`config.mk`:
```
export PLATFORM = sky130hd
export DESIGN_NAME = rx_link
export DESIGN_NICKNAME = d
export VERILOG_FILES = /design/src/rx_pkg.sv /design/src/rx_link.sv /design/src/lane_merge.sv /design/src/rx_lane.sv /design/src/dec_8b10b.sv /design/src/comma_align.sv
export VERILOG_INCLUDE_DIRS = /design/src
export SDC_FILE = /design/constraint.sdc
export NUM_CORES = 1
export LEC_CHECK = 0
export BUFFER_PORTS_ARGS = -buffer_cell sky130_fd_sc_hd__buf_2
export CORE_MARGIN = 3
export CORE_UTILIZATION = 63
export CTS_CLUSTER_DIAMETER = 100
export CTS_CLUSTER_SIZE = 28
export DETAILED_ROUTE_END_ITERATION = 7
export GPL_TIMING_DRIVEN = 1
export PLACE_DENSITY = 0.8
export SYNTH_ARGS = -nofsm -noshare
export SYNTH_HDL_FRONTEND = slang
export SYNTH_HIERARCHICAL = 1
export SYNTH_SLANG_ARGS = --single-unit
export TNS_END_PERCENT = 20
```
`constraint.sdc`:
```
create_clock -name clk -period 2.65 [get_ports clk]
set_input_delay 0.1325 -clock clk [delete_from_list [all_inputs] [get_ports clk]]
set_output_delay 0.1325 -clock clk [all_outputs]
set_load 0.01 [all_outputs]
```
`src/rx_macros.svh`:
```
`ifndef RX_MACROS_SVH
`define RX_MACROS_SVH

// Number of serial lanes merged into one word.
`define RX_LANES 4

// Back-to-back commas needed before a lane locks. Valid from 1 to 4.
`define RX_COMMA_COUNT 2

// Data symbols handed out per locked frame.
`define RX_FRAME_SYMBOLS 4

// Entries in each lane queue of the merge stage. Must be a power of two.
`define RX_QUEUE_DEPTH 4

`endif
```
`src/rx_pkg.sv`:
```
package rx_pkg;

  // Ten-bit line code, first transmitted bit in bit 9.
  typedef logic [9:0] code_t;

  // K28.5 in both running disparities.
  localparam code_t K28_5_NEG = 10'h0FA;
  localparam code_t K28_5_POS = 10'h305;

  // Decoded symbol.
  typedef struct packed {
    logic [7:0] data;
    logic       k;
    logic       err;
  } sym_t;

  // Framing states of one lane.
  typedef enum logic [1:0] {
    ALIGN_HUNT  = 2'd0,
    ALIGN_COMMA = 2'd1,
    ALIGN_DATA  = 2'd2
  } align_state_t;

endpackage

```
`src/rx_link.sv`:
```
`timescale 1ns/1ns
`include "rx_macros.svh"

module rx_link #(
  parameter int LANES = `RX_LANES
) (
  input  logic               clk,
  input  logic               rst_n,
  input  logic [LANES-1:0]   serial_in,
  output logic [8*LANES-1:0] word_data,
  output logic [LANES-1:0]   word_k,
  output logic [LANES-1:0]   word_err,
  output logic               word_valid,
  input  logic               word_ready,
  output logic               overflow
);

  rx_pkg::sym_t [LANES-1:0] sym;
  logic [LANES-1:0]         sym_valid;

  for (genvar i = 0; i < LANES; i++) begin : g_lane
    rx_lane i_lane (
      .clk       (clk),
      .rst_n     (rst_n),
      .serial_in (serial_in[i]),
      .sym       (sym[i]),
      .sym_valid (sym_valid[i])
    );
  end

  lane_merge #(
    .LANES (LANES)
  ) i_merge (
    .clk        (clk),
    .rst_n      (rst_n),
    .sym        (sym),
    .sym_valid  (sym_valid),
    .word_data  (word_data),
    .word_k     (word_k),
    .word_err   (word_err),
    .word_valid (word_valid),
    .word_ready (word_ready),
    .overflow   (overflow)
  );

endmodule

```
`src/lane_merge.sv`:
```
`timescale 1ns/1ns
`include "rx_macros.svh"

module lane_merge #(
  parameter int LANES = `RX_LANES
) (
  input  logic                     clk,
  input  logic                     rst_n,
  input  rx_pkg::sym_t [LANES-1:0] sym,
  input  logic [LANES-1:0]         sym_valid,
  output logic [8*LANES-1:0]       word_data,
  output logic [LANES-1:0]         word_k,
  output logic [LANES-1:0]         word_err,
  output logic                     word_valid,
  input  logic                     word_ready,
  output logic                     overflow
);

  localparam int DEPTH = `RX_QUEUE_DEPTH;
  localparam int AW    = $clog2(DEPTH);

  rx_pkg::sym_t     mem [LANES][DEPTH];
  logic [AW:0]      wr_ptr [LANES];
  logic [AW:0]      wr_ptr_next [LANES];
  logic [AW:0]      rd_ptr;
  logic [AW:0]      rd_ptr_next;
  logic [LANES-1:0] full;
  logic [LANES-1:0] push;
  logic [LANES-1:0] filled_next;
  logic             pop;

  // All queues give up their head together.
  assign pop         = word_valid && word_ready;
  assign rd_ptr_next = rd_ptr + {{AW{1'b0}}, pop};

  for (genvar i = 0; i < LANES; i++) begin : g_queue
    assign full[i] = (wr_ptr[i][AW] != rd_ptr[AW]) &&
                     (wr_ptr[i][AW-1:0] == rd_ptr[AW-1:0]);
    assign push[i]        = sym_valid[i] && !full[i];
    assign wr_ptr_next[i] = wr_ptr[i] + {{AW{1'b0}}, push[i]};
    assign filled_next[i] = (wr_ptr_next[i] != rd_ptr_next);

    always_ff @(posedge clk or negedge rst_n) begin
      if (!rst_n) begin
        wr_ptr[i] <= '0;
      end else begin
        wr_ptr[i] <= wr_ptr_next[i];
      end
    end

    always_ff @(posedge clk) begin
      if (push[i]) begin
        mem[i][wr_ptr[i][AW-1:0]] <= sym[i];
      end
    end

    assign word_data[8*i +: 8] = mem[i][rd_ptr[AW-1:0]].data;
    assign word_k[i]           = mem[i][rd_ptr[AW-1:0]].k;
    assign word_err[i]         = mem[i][rd_ptr[AW-1:0]].err;
  end

  always_ff @(posedge clk or negedge rst_n) begin
    if (!rst_n) begin
      rd_ptr     <= '0;
      word_valid <= 1'b0;
      overflow   <= 1'b0;
    end else begin
      rd_ptr     <= rd_ptr_next;
      word_valid <= &filled_next;
      // A strobe into a full queue is lost.
      overflow   <= overflow || |(sym_valid & full);
    end
  end

endmodule

```
`src/rx_lane.sv`:
```
`timescale 1ns/1ns

module rx_lane (
  input  logic         clk,
  input  logic         rst_n,
  input  logic         serial_in,
  output rx_pkg::sym_t sym,
  output logic         sym_valid
);

  rx_pkg::code_t code;
  logic          code_valid;

  // Framing.
  comma_align i_align (
    .clk        (clk),
    .rst_n      (rst_n),
    .serial_in  (serial_in),
    .code       (code),
    .code_valid (code_valid)
  );

  // Decode of each framed code.
  dec_8b10b i_dec (
    .clk        (clk),
    .rst_n      (rst_n),
    .code       (code),
    .code_valid (code_valid),
    .sym        (sym),
    .sym_valid  (sym_valid)
  );

endmodule

```
`src/dec_8b10b.sv`:
```
`timescale 1ns/1ns

module dec_8b10b (
  input  logic          clk,
  input  logic          rst_n,
  input  rx_pkg::code_t code,
  input  logic          code_valid,
  output rx_pkg::sym_t  sym,
  output logic          sym_valid
);

  logic [5:0] six;
  logic [3:0] four;
  logic [3:0] four_adj;
  logic [4:0] x;
  logic [2:0] y;
  logic       six_err;
  logic       four_err;
  logic       k28;
  logic       kx7;

  // abcdei in the upper six bits, fghj below.
  assign six  = code[9:4];
  assign four = code[3:0];

  assign k28 = (six == 6'b001111) || (six == 6'b110000);

  // Behind the positive K28 form the 4b sub-block reads complemented.
  assign four_adj = (six == 6'b110000) ? ~four : four;

  always_comb begin
    six_err = 1'b0;
    case (six)
      6'b100111, 6'b011000: x = 5'd0;
      6'b011101, 6'b100010: x = 5'd1;
      6'b101101, 6'b010010: x = 5'd2;
      6'b110001:            x = 5'd3;
      6'b110101, 6'b001010: x = 5'd4;
      6'b101001:            x = 5'd5;
      6'b011001:            x = 5'd6;
      6'b111000, 6'b000111: x = 5'd7;
      6'b111001, 6'b000110: x = 5'd8;
      6'b100101:            x = 5'd9;
      6'b010101:            x = 5'd10;
      6'b110100:            x = 5'd11;
      6'b001101:            x = 5'd12;
      6'b101100:            x = 5'd13;
      6'b011100:            x = 5'd14;
      6'b010111, 6'b101000: x = 5'd15;
      6'b011011, 6'b100100: x = 5'd16;
      6'b100011:            x = 5'd17;
      6'b010011:            x = 5'd18;
      6'b110010:            x = 5'd19;
      6'b001011:            x = 5'd20;
      6'b101010:            x = 5'd21;
      6'b011010:            x = 5'd22;
      6'b111010, 6'b000101: x = 5'd23;
      6'b110011, 6'b001100: x = 5'd24;
      6'b100110:            x = 5'd25;
      6'b010110:            x = 5'd26;
      6'b110110, 6'b001001: x = 5'd27;
      6'b001110:            x = 5'd28;
      6'b101110, 6'b010001: x = 5'd29;
      6'b011110, 6'b100001: x = 5'd30;
      6'b101011, 6'b010100: x = 5'd31;
      6'b001111, 6'b110000: x = 5'd28;
      default: begin
        x       = 5'd0;
        six_err = 1'b1;
      end
    endcase
  end

  always_comb begin
    four_err = 1'b0;
    case (four_adj)
      4'b1011, 4'b0100:                   y = 3'd0;
      4'b1001:                            y = 3'd1;
      4'b0101:                            y = 3'd2;
      4'b1100, 4'b0011:                   y = 3'd3;
      4'b1101, 4'b0010:                   y = 3'd4;
      4'b1010:                            y = 3'd5;
      4'b0110:                            y = 3'd6;
      4'b1110, 4'b0001, 4'b0111, 4'b1000: y = 3'd7;
      default: begin
        y        = 3'd0;
        four_err = 1'b1;
      end
    endcase
  end

  // Kx.7 uses the alternate 7 form, which data never pairs with these x.
  assign kx7 = !six_err && (four == 4'b0111 || four == 4'b1000) &&
               (x == 5'd23 || x == 5'd27 || x == 5'd29 || x == 5'd30);

  always_ff @(posedge clk or negedge rst_n) begin
    if (!rst_n) begin
      sym_valid <= 1'b0;
    end else begin
      sym_valid <= code_valid;
    end
  end

  always_ff @(posedge clk) begin
    if (code_valid) begin
      sym.data <= {y, x};
      sym.k    <= k28 || kx7;
      sym.err  <= six_err || four_err;
    end
  end

endmodule

```
`src/comma_align.sv`:
```
`timescale 1ns/1ns
`include "rx_macros.svh"

module comma_align (
  input  logic          clk,
  input  logic          rst_n,
  input  logic          serial_in,
  output rx_pkg::code_t code,
  output logic          code_valid
);

  localparam logic [3:0] COMMA_LAST = 4'(`RX_COMMA_COUNT - 1);
  localparam logic [3:0] DATA_LAST  = 4'(`RX_FRAME_SYMBOLS - 1);

  rx_pkg::align_state_t state;
  rx_pkg::code_t        win;
  rx_pkg::code_t        win_next;
  logic [3:0]           bit_cnt;
  logic [3:0]           sym_cnt;
  logic                 is_comma;
  logic                 boundary;

  // Window as it stands once the bit of this cycle is shifted in.
  assign win_next = {win[8:0], serial_in};

  assign is_comma = (win_next == rx_pkg::K28_5_NEG) || (win_next == rx_pkg::K28_5_POS);

  // Tenth bit since the last framed symbol.
  assign boundary = (bit_cnt == 4'd9);

  always_ff @(posedge clk or negedge rst_n) begin
    if (!rst_n) begin
      win <= '0;
    end else begin
      win <= win_next;
    end
  end

  always_ff @(posedge clk or negedge rst_n) begin
    if (!rst_n) begin
      state      <= rx_pkg::ALIGN_HUNT;
      bit_cnt    <= 4'd0;
      sym_cnt    <= 4'd0;
      code_valid <= 1'b0;
    end else begin
      code_valid <= 1'b0;
      bit_cnt    <= boundary ? 4'd0 : bit_cnt + 4'd1;
      case (state)
        rx_pkg::ALIGN_HUNT: begin
          // Any comma sets the symbol phase.
          if (is_comma) begin
            bit_cnt <= 4'd0;
            sym_cnt <= 4'd0;
            if (COMMA_LAST == 4'd0) begin
              state <= rx_pkg::ALIGN_DATA;
            end else begin
              state <= rx_pkg::ALIGN_COMMA;
            end
          end
        end
        rx_pkg::ALIGN_COMMA: begin
          if (boundary) begin
            if (!is_comma) begin
              state <= rx_pkg::ALIGN_HUNT;
            end else if (sym_cnt + 4'd1 == COMMA_LAST) begin
              sym_cnt <= 4'd0;
              state   <= rx_pkg::ALIGN_DATA;
            end else begin
              sym_cnt <= sym_cnt + 4'd1;
            end
          end
        end
        rx_pkg::ALIGN_DATA: begin
          if (boundary) begin
            code_valid <= 1'b1;
            if (sym_cnt == DATA_LAST) begin
              sym_cnt <= 4'd0;
              state   <= rx_pkg::ALIGN_HUNT;
            end else begin
              sym_cnt <= sym_cnt + 4'd1;
            end
          end
        end
        default: state <= rx_pkg::ALIGN_HUNT;
      endcase
    end
  end

  always_ff @(posedge clk) begin
    if (state == rx_pkg::ALIGN_DATA && boundary) begin
      code <= win_next;
    end
  end

endmodule

```
# Yosys cells after proc, flatten, opt, wreduce, memory -nomap -nowiden
# Memory sizes are Yosys's and may differ from the RTL's.
# Cells that the tools add are included.
# word_totals
reg_bits	181
latch_bits	0
ram_bits	160
romBits	0
input_bits	7
memories	1
# classes
addsub	13
multipliers	0
div	0
order_cmp	9
n_eq_ne	336
shifts	0
mux	124
n_bitwise	10
reduce_logical	156
# mem_list
memory	words	word_bits	rd	rd_clocked_by_memory_dff	wr	line	rtl
i_merge.mem	4	40	4	0	4	lane_merge.sv:22	rx_pkg::sym_t mem [LANES][DEPTH];
# op_table
operator	count
5-bit case mux with 31 select lines	4
6-bit == test, second input constant	96
6-bit by 5-bit == test with 1-bit output, second input constant	56
48-bit OR reduction	4
6-bit by 4-bit == test with 1-bit output, second input constant	28
4-bit 2-to-1 mux	40
40-bit 2-to-1 mux	4
4-bit == test, second input constant	36
10-bit 2-to-1 mux	12
2-bit OR reduction	60
3-bit case mux with 7 select lines	4
10-bit binary-select mux with 2-bit select	4
10-bit demux with 2-bit select	4
4-bit by 3-bit == test with 1-bit output, second input constant	20
5-bit == test, second input constant	16
6-bit by 3-bit == test with 1-bit output, second input constant	12
14-bit OR reduction	4
4-bit by 2-bit == test with 1-bit output, second input constant	12
2-bit 2-to-1 mux	24
4-bit case mux with 3 select lines	4
10-bit == test, second input constant	4
10-bit by 8-bit == test with 1-bit output, second input constant	4
2-bit inequality test, second input constant	20
5-bit AND reduction	8
24 further kinds	168

# Depth between registers and ports, before layout
# Gate-level depths: netlist of run 1.
# logic_depth
word_depth	9
depth_mapped	11

# Modules after synthesis
# The synthesis of run 1 kept the hierarchy.
# by_module_without_submodules
module	instances	cells_per_inst	area_each_um2	seq_area_each_um2
lane_merge	1	312	6900.4	5230.0
comma_align at g_lane[1].i_lane.i_align ...	3	105	1293.7	800.8
dec_8b10b at g_lane[0].i_lane.i_dec ...	2	150	1193.6	325.3
comma_align at g_lane[0].i_lane.i_align	1	100	1332.5	800.8
dec_8b10b at g_lane[2].i_lane.i_dec	1	146	1213.7	325.3
dec_8b10b at g_lane[3].i_lane.i_dec	1	160	1176.1	325.3

# Worst setup path after synthesis of run 1
# OpenSTA, ideal clock, no wires.
# synth_timing
path_kind	reg-to-reg
start	reg i_merge.rd_ptr[1]
end	mem i_merge/mem[0][30] (netlist name), enable pin
setup_time_ns	0.392
arrival_ns	1.753
required_ns	2.258
setup_slack_ns	0.505
path_stages_with_launch	5
period_less_slack_ns	2.145
cell_sequence	dfrtp_1 buf_4 xnor2_1 a31oi_4 nor3b_1
# synth_rtl
element	line	rtl
start: declaration	lane_merge.sv:25	logic [AW:0] rd_ptr;
start signal: assignment	lane_merge.sv:68	rd_ptr <= rd_ptr_next;
end: declaration	lane_merge.sv:22	

# Final worst setup path of run 1
# layout_timing
start	reg i_merge.rd_ptr[0]
end	out word_data[31]
# layout_between
elab_chain_len	4
# layout_lines
element	line	rtl
2-bit NOT with 3-bit output (implied by the code)	lane_merge.sv:57	assign word_data[8*i +: 8] = mem[i][rd_ptr[AW-1:0]].data;
10-bit binary-select mux with 2-bit select	lane_merge.sv:57	
10-bit 2-to-1 mux (2 in a row)	--	
end: declaration	rx_link.sv:10	output logic [8*LANES-1:0] word_data,
# No other way between the ends. The select of a mux whose other input is x is not followed.

==> results of run 1 <==
## placed cells by master, fill, tap and decap left out, types with 40 or more instances in the layout
master,netlist,layout
sky130_fd_sc_hd__edfxtp_1,240,240
sky130_fd_sc_hd__dfrtp_1,101,99
sky130_fd_sc_hd__nand2_1,95,95
sky130_fd_sc_hd__o21ai_0,70,70
sky130_fd_sc_hd__nor2_1,68,68
sky130_fd_sc_hd__a21oi_1,61,61
sky130_fd_sc_hd__inv_1,55,55
sky130_fd_sc_hd__buf_2,29,47
sky130_fd_sc_hd__nand2b_1,40,40
sky130_fd_sc_hd__mux4_2,40,40
## through the flow
stage	std cells	instance area (um^2)	util
floorplan	1333	16890	-
global placement	1666	17360	0.6625
detailed placement	1666	17360	0.6625
CTS	1698	17920	0.6836
global route	1698	17920	0.6836
finish	1698	17920	0.6836
## layout make-up
| cell class | instances | area (um^2) | area share |
|---|---|---|---|
| Tap cell | 335 | 419.2 | 0.02340 |
| Multi-Input combinational cell | 855 | 6513 | 0.3635 |
| Clock buffer | 23 | 447.9 | 0.02500 |
| Timing Repair Buffer | 83 | 530.5 | 0.02961 |
| Sequential cell | 341 | 9737 | 0.5435 |
| Inverter | 57 | 214.0 | 0.01194 |
| Clock inverter | 4 | 55.05 | 0.003073 |
## where the power goes
part	switching, mW	internal (mW)	total [mW]	leakage, nW
registers	0.155	5.81	5.97	3.45
logic	0.550	0.385	0.935	2.72
clock network	1.57	1.31	2.88	0.240
## routing by layer
metal / up-vias / global-route usage
met5: - / 0
met4: 0 / 0.04516
met3: 36 / 0.02283
met2: 208 / 0.3660
met1: 5256 / 0.2813
li1: 5124 / -
## final timing paths
path	start	end	slack, ns	depth (start not counted)
worst min register to register	g_lane[2].i_lane/i_align/win[4]	g_lane[2].i_lane/i_align/win[5]	0.43	0
worst max-delay path	i_merge/rd_ptr[0]	word_data[31]	0.17	3
min in group clk	word_ready	i_merge/rd_ptr[0]	0.21	3
max in group asynchronous	rst_n	g_lane[0].i_lane/i_align/win[2]	1.73	3
worst min-delay path	rst_n	g_lane[3].i_lane/i_align/sym_cnt[0]	0.17	2
worst max register to register	i_merge/rd_ptr[0]	i_merge/word_valid	0.23	10
## flip-flops by register name, indices dropped and copies added, names as in the netlist
| register | count |
|---|---|
| i_merge/mem | 160 |
| g_lane.i_lane/i_dec/sym_valid | 4 |
| g_lane.i_lane/i_align/state | 8 |
| i_merge/rd_ptr | 3 |
| g_lane.i_lane/i_align/code | 40 |
| g_lane.i_lane/i_dec/sym | 40 |
| i_merge/overflow | 1 |
| g_lane.i_lane/i_align/code_valid | 4 |
| i_merge/wr_ptr | 12 |
| g_lane.i_lane/i_align/win | 36 |
| i_merge/word_valid | 1 |
| g_lane.i_lane/i_align/bit_cnt | 16 |
| g_lane.i_lane/i_align/sym_cnt | 16 |
## cells by family after synthesis
logic type	after synthesis	share of synthesized area
adder cells (fa/ha/maj)	36	0.02667
buffers and inverters	137	0.03815
XOR/XNOR	42	0.02333
AO/OA/AOI/OAI	327	0.1419
AND/OR/NAND/NOR	393	0.1298
flip-flops	341	0.5763
multiplexers	57	0.06393
## repair_timing
item	4_1_cts	5_1_grt
setup endpoints to repair	0	0
hold buffers	5	0
endpoints found under the hold margin	49	0
==> run summary, run 1 <==
================================================================================
Run status ........................................................ finished clean
Worst-path clk slew ...............................................      0.11 ns
Number of buffers created by CTS ..................................           16
Sequential area share after synthesis .............................       0.5763
Via count .........................................................        10620
Cell accounting for the most synthesized area ..................... sky130_fd_sc_hd__edfxtp_1
Max IR drop VDD ...................................................     453.5 uV
Maximum count of clock buffers along a single path ................            3
Fraction of synthesized cell area taken by the top area cell type .       0.4267
Post-CTS setup buffer count .......................................            0
Power per cell area ............................................... 546.1 nW/um^2
Reported leakage power ............................................     6.416 nW
Arrival time at the worst endpoint ................................      2.35 ns
Initial standard-cell utilization of the core .....................       0.6445
Clock tree from TritonCTS .........................................          yes
Period Utilization, post-route ....................................       0.9374
Initial antenna violation count ...................................            0
Final slew viol count .............................................            0
Worst path setup slack after routing ..............................    0.1658 ns
Total count of hold-check failures in the final report ............            0
Flip-flop and latch count after synthesis .........................          341
Area grow syn2layout ..............................................       6.066%
Routability congestion estimate ...................................       0.8507
Met2 wire len .....................................................     15380 um
Final net count ...................................................         1397
Count of flip-flops with a built-in enable after synthesis ........          240
Total routed wire length on the met1 layer ........................     13010 um
Fraction of final layout cells sized beyond drive strength 1 ......       0.1445
Average cell area after synthesis .................................   12.67 um^2
Slew at the pin closest to its max-slew limit .....................    0.8207 ns
Post-synthesis instance area ......................................   16890 um^2
Global-route wire length before repair ............................     49740 um
Standard cell core area ...........................................   26210 um^2
# fillers .........................................................         1772
Hold WC Path Type ................................................. input pin to async pin
Fraction of registers with async set or reset after synthesis .....       0.2962
Buffer type at the clock tree root ................................ sky130_fd_sc_hd__clkbuf_16
Worst slew margin relative to its limit ...........................       0.4529
Worst slack at placement ..........................................    0.2484 ns
Total Neg Setup Slack .............................................         0 ns
CP Cell Sequence .................................................. buf_4, mux4_2, buf_2
Global route total overflow .......................................            0
First-pass detailed-route iteration total .........................            5
Kind of capture point of the worst setup path .....................  output port
Tmin final ........................................................     2.484 ns
Number of antenna diodes ..........................................            0
Top layer reached by signal wires .................................         met4
Die X .............................................................     169.7 um
Area contributors post-synth ...................................... sky130_fd_sc_hd__edfxtp_1 (43%), sky130_fd_sc_hd__dfrtp_1 (15%), sky130_fd_sc_hd__mux4_2 (5.3%)
Slowest cell on the critical path ................................. sky130_fd_sc_hd__dfrtp_2
Top Ports .........................................................           49
Sort of element at the start of the critical path .................     register
First DRT Iteration DRCs ..........................................          915
Antenna-violating nets left .......................................            0
Buffers & Inverters on Critical Path ..............................            2
Overall die height ................................................     169.7 um
Synthesized netlist net count .....................................         1376
Maximum level of the CTS H-tree ...................................            1
Routed wire length per instance ...................................     17.67 um
Synthesized instance count ........................................         1333
Most numerous cell types in the synthesized netlist ............... sky130_fd_sc_hd__edfxtp_1 (240), sky130_fd_sc_hd__dfrtp_1 (101), sky130_fd_sc_hd__nand2_1 (95)
YS warnings .......................................................            6
Total Die Area ....................................................   28810 um^2
Quantity of I/O buffers inserted on ports .........................           48
Start-to-end type of the worst setup path ......................... register to output port
Top FF cell, synth ................................................ sky130_fd_sc_hd__edfxtp_1
DRC Markers .......................................................            0
Detailed placer's ending HPWL .....................................     20320 um
Clk_lat worst skew ................................................      0.51 ns
Via density .......................................................        6.257
Max Clk Rate ......................................................   0.4025 GHz
Post-Route Hold Slack .............................................    0.1726 ns
Most frequent cell after synthesis ................................ sky130_fd_sc_hd__edfxtp_1
Count of different cell masters after synthesis ...................           95
Final Skew ........................................................   0.01985 ns
Number of violations of the max-capacitance limit .................            0
GRT Total Usage ...................................................       0.2074
Post-CTS sizing ...................................................            0
Slowest Stage Delay on Critical Path ..............................      0.61 ns
Family with the most delay on the worst path ......................   flip-flops
Unrepaired setup endpoints after global routing ...................        false
Final count of negative-setup-slack endpoints .....................            0
Maximum number of pins on one net before global-route repair ......           44
Largest driver fanout on the critical path ........................           19
WP data required ..................................................      2.52 ns
Number of global-route vias before repair .........................         9994
Drt total wl ......................................................     30000 um
Sum of met3 wire segment lengths after detailed routing ...........      1043 um
CTS Sinks .........................................................          341
Floorplan row count ...............................................           59
Pwr Total .........................................................     9.784 mW
================================================================================
No activity file was read; power rests on OpenSTA's default activity.
==> run 2: changes to the inputs <==
==> constraint.sdc (replaced) <==
create_clock -name clk -period 2.65 [get_ports clk]
set_input_delay 0.1325 -clock clk [delete_from_list [all_inputs] [get_ports clk]]
set_output_delay 0.1325 -clock clk [all_outputs]
set_load 0.005 [all_outputs]
==> run summary, run 2 (synthesis results as in run 1) <==
=====================================================================================
Run status ............................................................. finished clean   unchanged
Multi-input gate area in the final layout ..............................    6513 um^2   unchanged
Final Skew .............................................................   0.01378 ns   was 0.01985 ns
Post-CTS setup buffer count ............................................            0   unchanged
Number of buffers created by CTS .......................................           16   unchanged
Post-Route Hold Slack ..................................................    0.1708 ns   was 0.1726 ns
Die X ..................................................................     169.7 um   unchanged
Via count ..............................................................        10470   was 10620
Maximum count of clock buffers along a single path .....................            3   unchanged
Most frequent standard cell in the layout excluding fill and tap cells . sky130_fd_sc_hd__edfxtp_1   unchanged
DRC Markers ............................................................            0   unchanged
Power per cell area .................................................... 545.2 nW/um^2   was 546.1 nW/um^2
Max Clk Rate ...........................................................   0.4064 GHz   was 0.4025 GHz
Maximum level of the CTS H-tree ........................................            1   unchanged
Slowest cell on the critical path ...................................... sky130_fd_sc_hd__mux4_2   was sky130_fd_sc_hd__dfrtp_2
Family with the most delay on the worst path ........................... multiplexers   was flip-flops
Start-to-end type of the worst setup path .............................. register to output port   unchanged
CTS Sinks ..............................................................          341   unchanged
Final net count ........................................................         1397   unchanged
Arrival time at the worst endpoint .....................................      2.33 ns   was 2.35 ns
Clk_lat worst skew .....................................................      0.51 ns   about the same
Worst-path clk slew ....................................................      0.11 ns   about the same
Worst path setup slack after routing ...................................    0.1892 ns   was 0.1658 ns
Pwr Total ..............................................................     9.772 mW   was 9.784 mW
GRT Total Usage ........................................................       0.2021   was 0.2074
WP data required .......................................................      2.52 ns   about the same
First DRT Iteration DRCs ...............................................          918   was 915
Floorplan row count ....................................................           59   unchanged
First-pass detailed-route iteration total ..............................            5   unchanged
Detailed placer's ending HPWL ..........................................     20170 um   was 20320 um
Buffers & Inverters on Critical Path ...................................            2   unchanged
Hold WC Path Type ...................................................... input pin to async pin   unchanged
Kind of capture point of the worst setup path ..........................  output port   unchanged
Final core utilization .................................................       0.6839   was 0.6836
Via density ............................................................        6.163   was 6.257
Total Neg Setup Slack ..................................................         0 ns   unchanged
Number of violations of the max-capacitance limit ......................            0   unchanged
Initial standard-cell utilization of the core ..........................       0.6445   unchanged
Number of global-route vias before repair ..............................         9935   was 9994
Slew at the pin closest to its max-slew limit ..........................    0.8339 ns   was 0.8207 ns
Routability congestion estimate ........................................       0.8509   was 0.8507
Worst slack at placement ...............................................    0.3170 ns   was 0.2484 ns
Area grow syn2layout ...................................................       6.111%   was 6.066%
Sequential cell area in the final layout ...............................    9737 um^2   unchanged
Routed wire length per instance ........................................     17.36 um   was 17.67 um
Global-route wire length before repair .................................     48790 um   was 49740 um
Unrepaired setup endpoints after global routing ........................        false   unchanged
Standard cell core area ................................................   26210 um^2   unchanged
Antenna-violating nets left ............................................            0   unchanged
Flip-flop count of the largest register, all copies and words added ....          160   unchanged
Slowest Stage Delay on Critical Path ...................................      0.62 ns   was 0.61 ns
Total Die Area .........................................................   28810 um^2   unchanged
Maximum number of pins on one net before global-route repair ...........           44   unchanged
Number of antenna diodes ...............................................            0   unchanged
Quantity of I/O buffers inserted on ports ..............................           48   unchanged
Initial antenna violation count ........................................            0   unchanged
Reported leakage power .................................................     6.419 nW   was 6.416 nW
Final slew viol count ..................................................            0   unchanged
Final count of negative-setup-slack endpoints ..........................            0   unchanged
Period Utilization, post-route .........................................       0.9286   was 0.9374
Overall die height .....................................................     169.7 um   unchanged
Worst slew margin relative to its limit ................................       0.4441   was 0.4529
Commonest cells after routing, fill and taps aside ..................... sky130_fd_sc_hd__edfxtp_1 (240), sky130_fd_sc_hd__dfrtp_1 (99), sky130_fd_sc_hd__nand2_1 (95), sky130_fd_sc_hd__o21ai_0 (70), sky130_fd_sc_hd__nor2_1 (68)   unchanged
Total count of hold-check failures in the final report .................            0   unchanged
Tmin final .............................................................     2.461 ns   was 2.484 ns
Global route total overflow ............................................            0   unchanged
CP Cell Sequence ....................................................... buf_4, mux4_2, buf_2   unchanged
Top Ports ..............................................................           49   unchanged
Clock tree from TritonCTS ..............................................          yes   unchanged
Sort of element at the start of the critical path ......................     register   unchanged
Max IR drop VDD ........................................................     443.8 uV   was 453.5 uV
Fraction of final layout cells sized beyond drive strength 1 ...........       0.1444   was 0.1445
Drt total wl ...........................................................     29500 um   was 30000 um
Largest driver fanout on the critical path .............................           19   unchanged
Buffer type at the clock tree root ..................................... sky130_fd_sc_hd__clkbuf_16   unchanged
Worst R2R Setup Slack ..................................................      0.34 ns   was 0.23 ns
# fillers ..............................................................         1792   was 1772
=====================================================================================
## run 2: cell count changes in the layout (fill, tap and decap cells not counted)
cell                       previous run  this run
sky130_fd_sc_hd__clkinv_8             0         1
sky130_fd_sc_hd__clkbuf_1             6         7
sky130_fd_sc_hd__clkinv_2             0         1
sky130_fd_sc_hd__inv_6                2         0
## run 2: layout make-up
class | count | share of cell area
well taps | 335 | 0.02339
clock buffers | 24 | 0.02520
repair buffers | 83 | 0.02960
inverters | 57 | 0.01194
flip-flops and latches | 341 | 0.5432
clock inverters | 4 | 0.003281
multi-input cells | 855 | 0.3634
## run 2: stage by stage
| stage | area, um^2 | instances |
|---|---|---|
| after floorplan | 16890 | 1333 |
| after global placement | 17360 | 1666 |
| after detailed placement | 17360 | 1666 |
| after CTS | 17920 | 1699 |
| after global routing | 17920 | 1699 |
| final | 17920 | 1699 |
## run 2: worst reg2reg max path, stage by stage, from the launching register on
cell and delay [ns]:
sky130_fd_sc_hd__dfrtp_2 0.60, sky130_fd_sc_hd__xnor2_1 0.16, sky130_fd_sc_hd__nand3_1 0.14, sky130_fd_sc_hd__nand2_1 0.18, sky130_fd_sc_hd__inv_2 0.06, sky130_fd_sc_hd__ha_1 0.18, sky130_fd_sc_hd__ha_1 0.31, sky130_fd_sc_hd__xnor2_1 0.22
sky130_fd_sc_hd__nand2_1 0.08, sky130_fd_sc_hd__o221ai_1 0.17, sky130_fd_sc_hd__a211oi_1 0.09
## run 2: routing by layer
metal | track usage | vias to the layer above | routed length, um
met1 | 0.2771 | 5134 | 13130
li1 | - | 5130 | -
met4 | 0.04054 | 0 | 541
met5 | 0 | - | 0
met2 | 0.3558 | 175 | 15020
met3 | 0.02143 | 32 | 802
## run 2: where the power goes
group          internal [mW]  total (mW)  switching [mW]
Sequential              5.81        5.96           0.153
Combinational          0.385       0.928           0.543
Clock                   1.32        2.88            1.56
## run 2: worst paths after layout
kind | from | end | depth (start not counted)
setup / recovery | i_merge/rd_ptr[0] | word_data[24] | 3
min in group clk | word_ready | i_merge/rd_ptr[0] | 3
setup reg to reg | i_merge/rd_ptr[0] | i_merge/word_valid | 10
hold reg to reg | g_lane[0].i_lane/i_align/win[1] | g_lane[0].i_lane/i_align/win[2] | 0
max in group asynchronous | rst_n | g_lane[0].i_lane/i_align/win[8] | 3
hold / removal | rst_n | g_lane[3].i_lane/i_align/sym_cnt[0] | 2
## run 2: repair_timing
action                    in CTS  in global routing
resized for setup              0                  0
hold endpoints to repair      49                  0
hold buffers                   5                  0
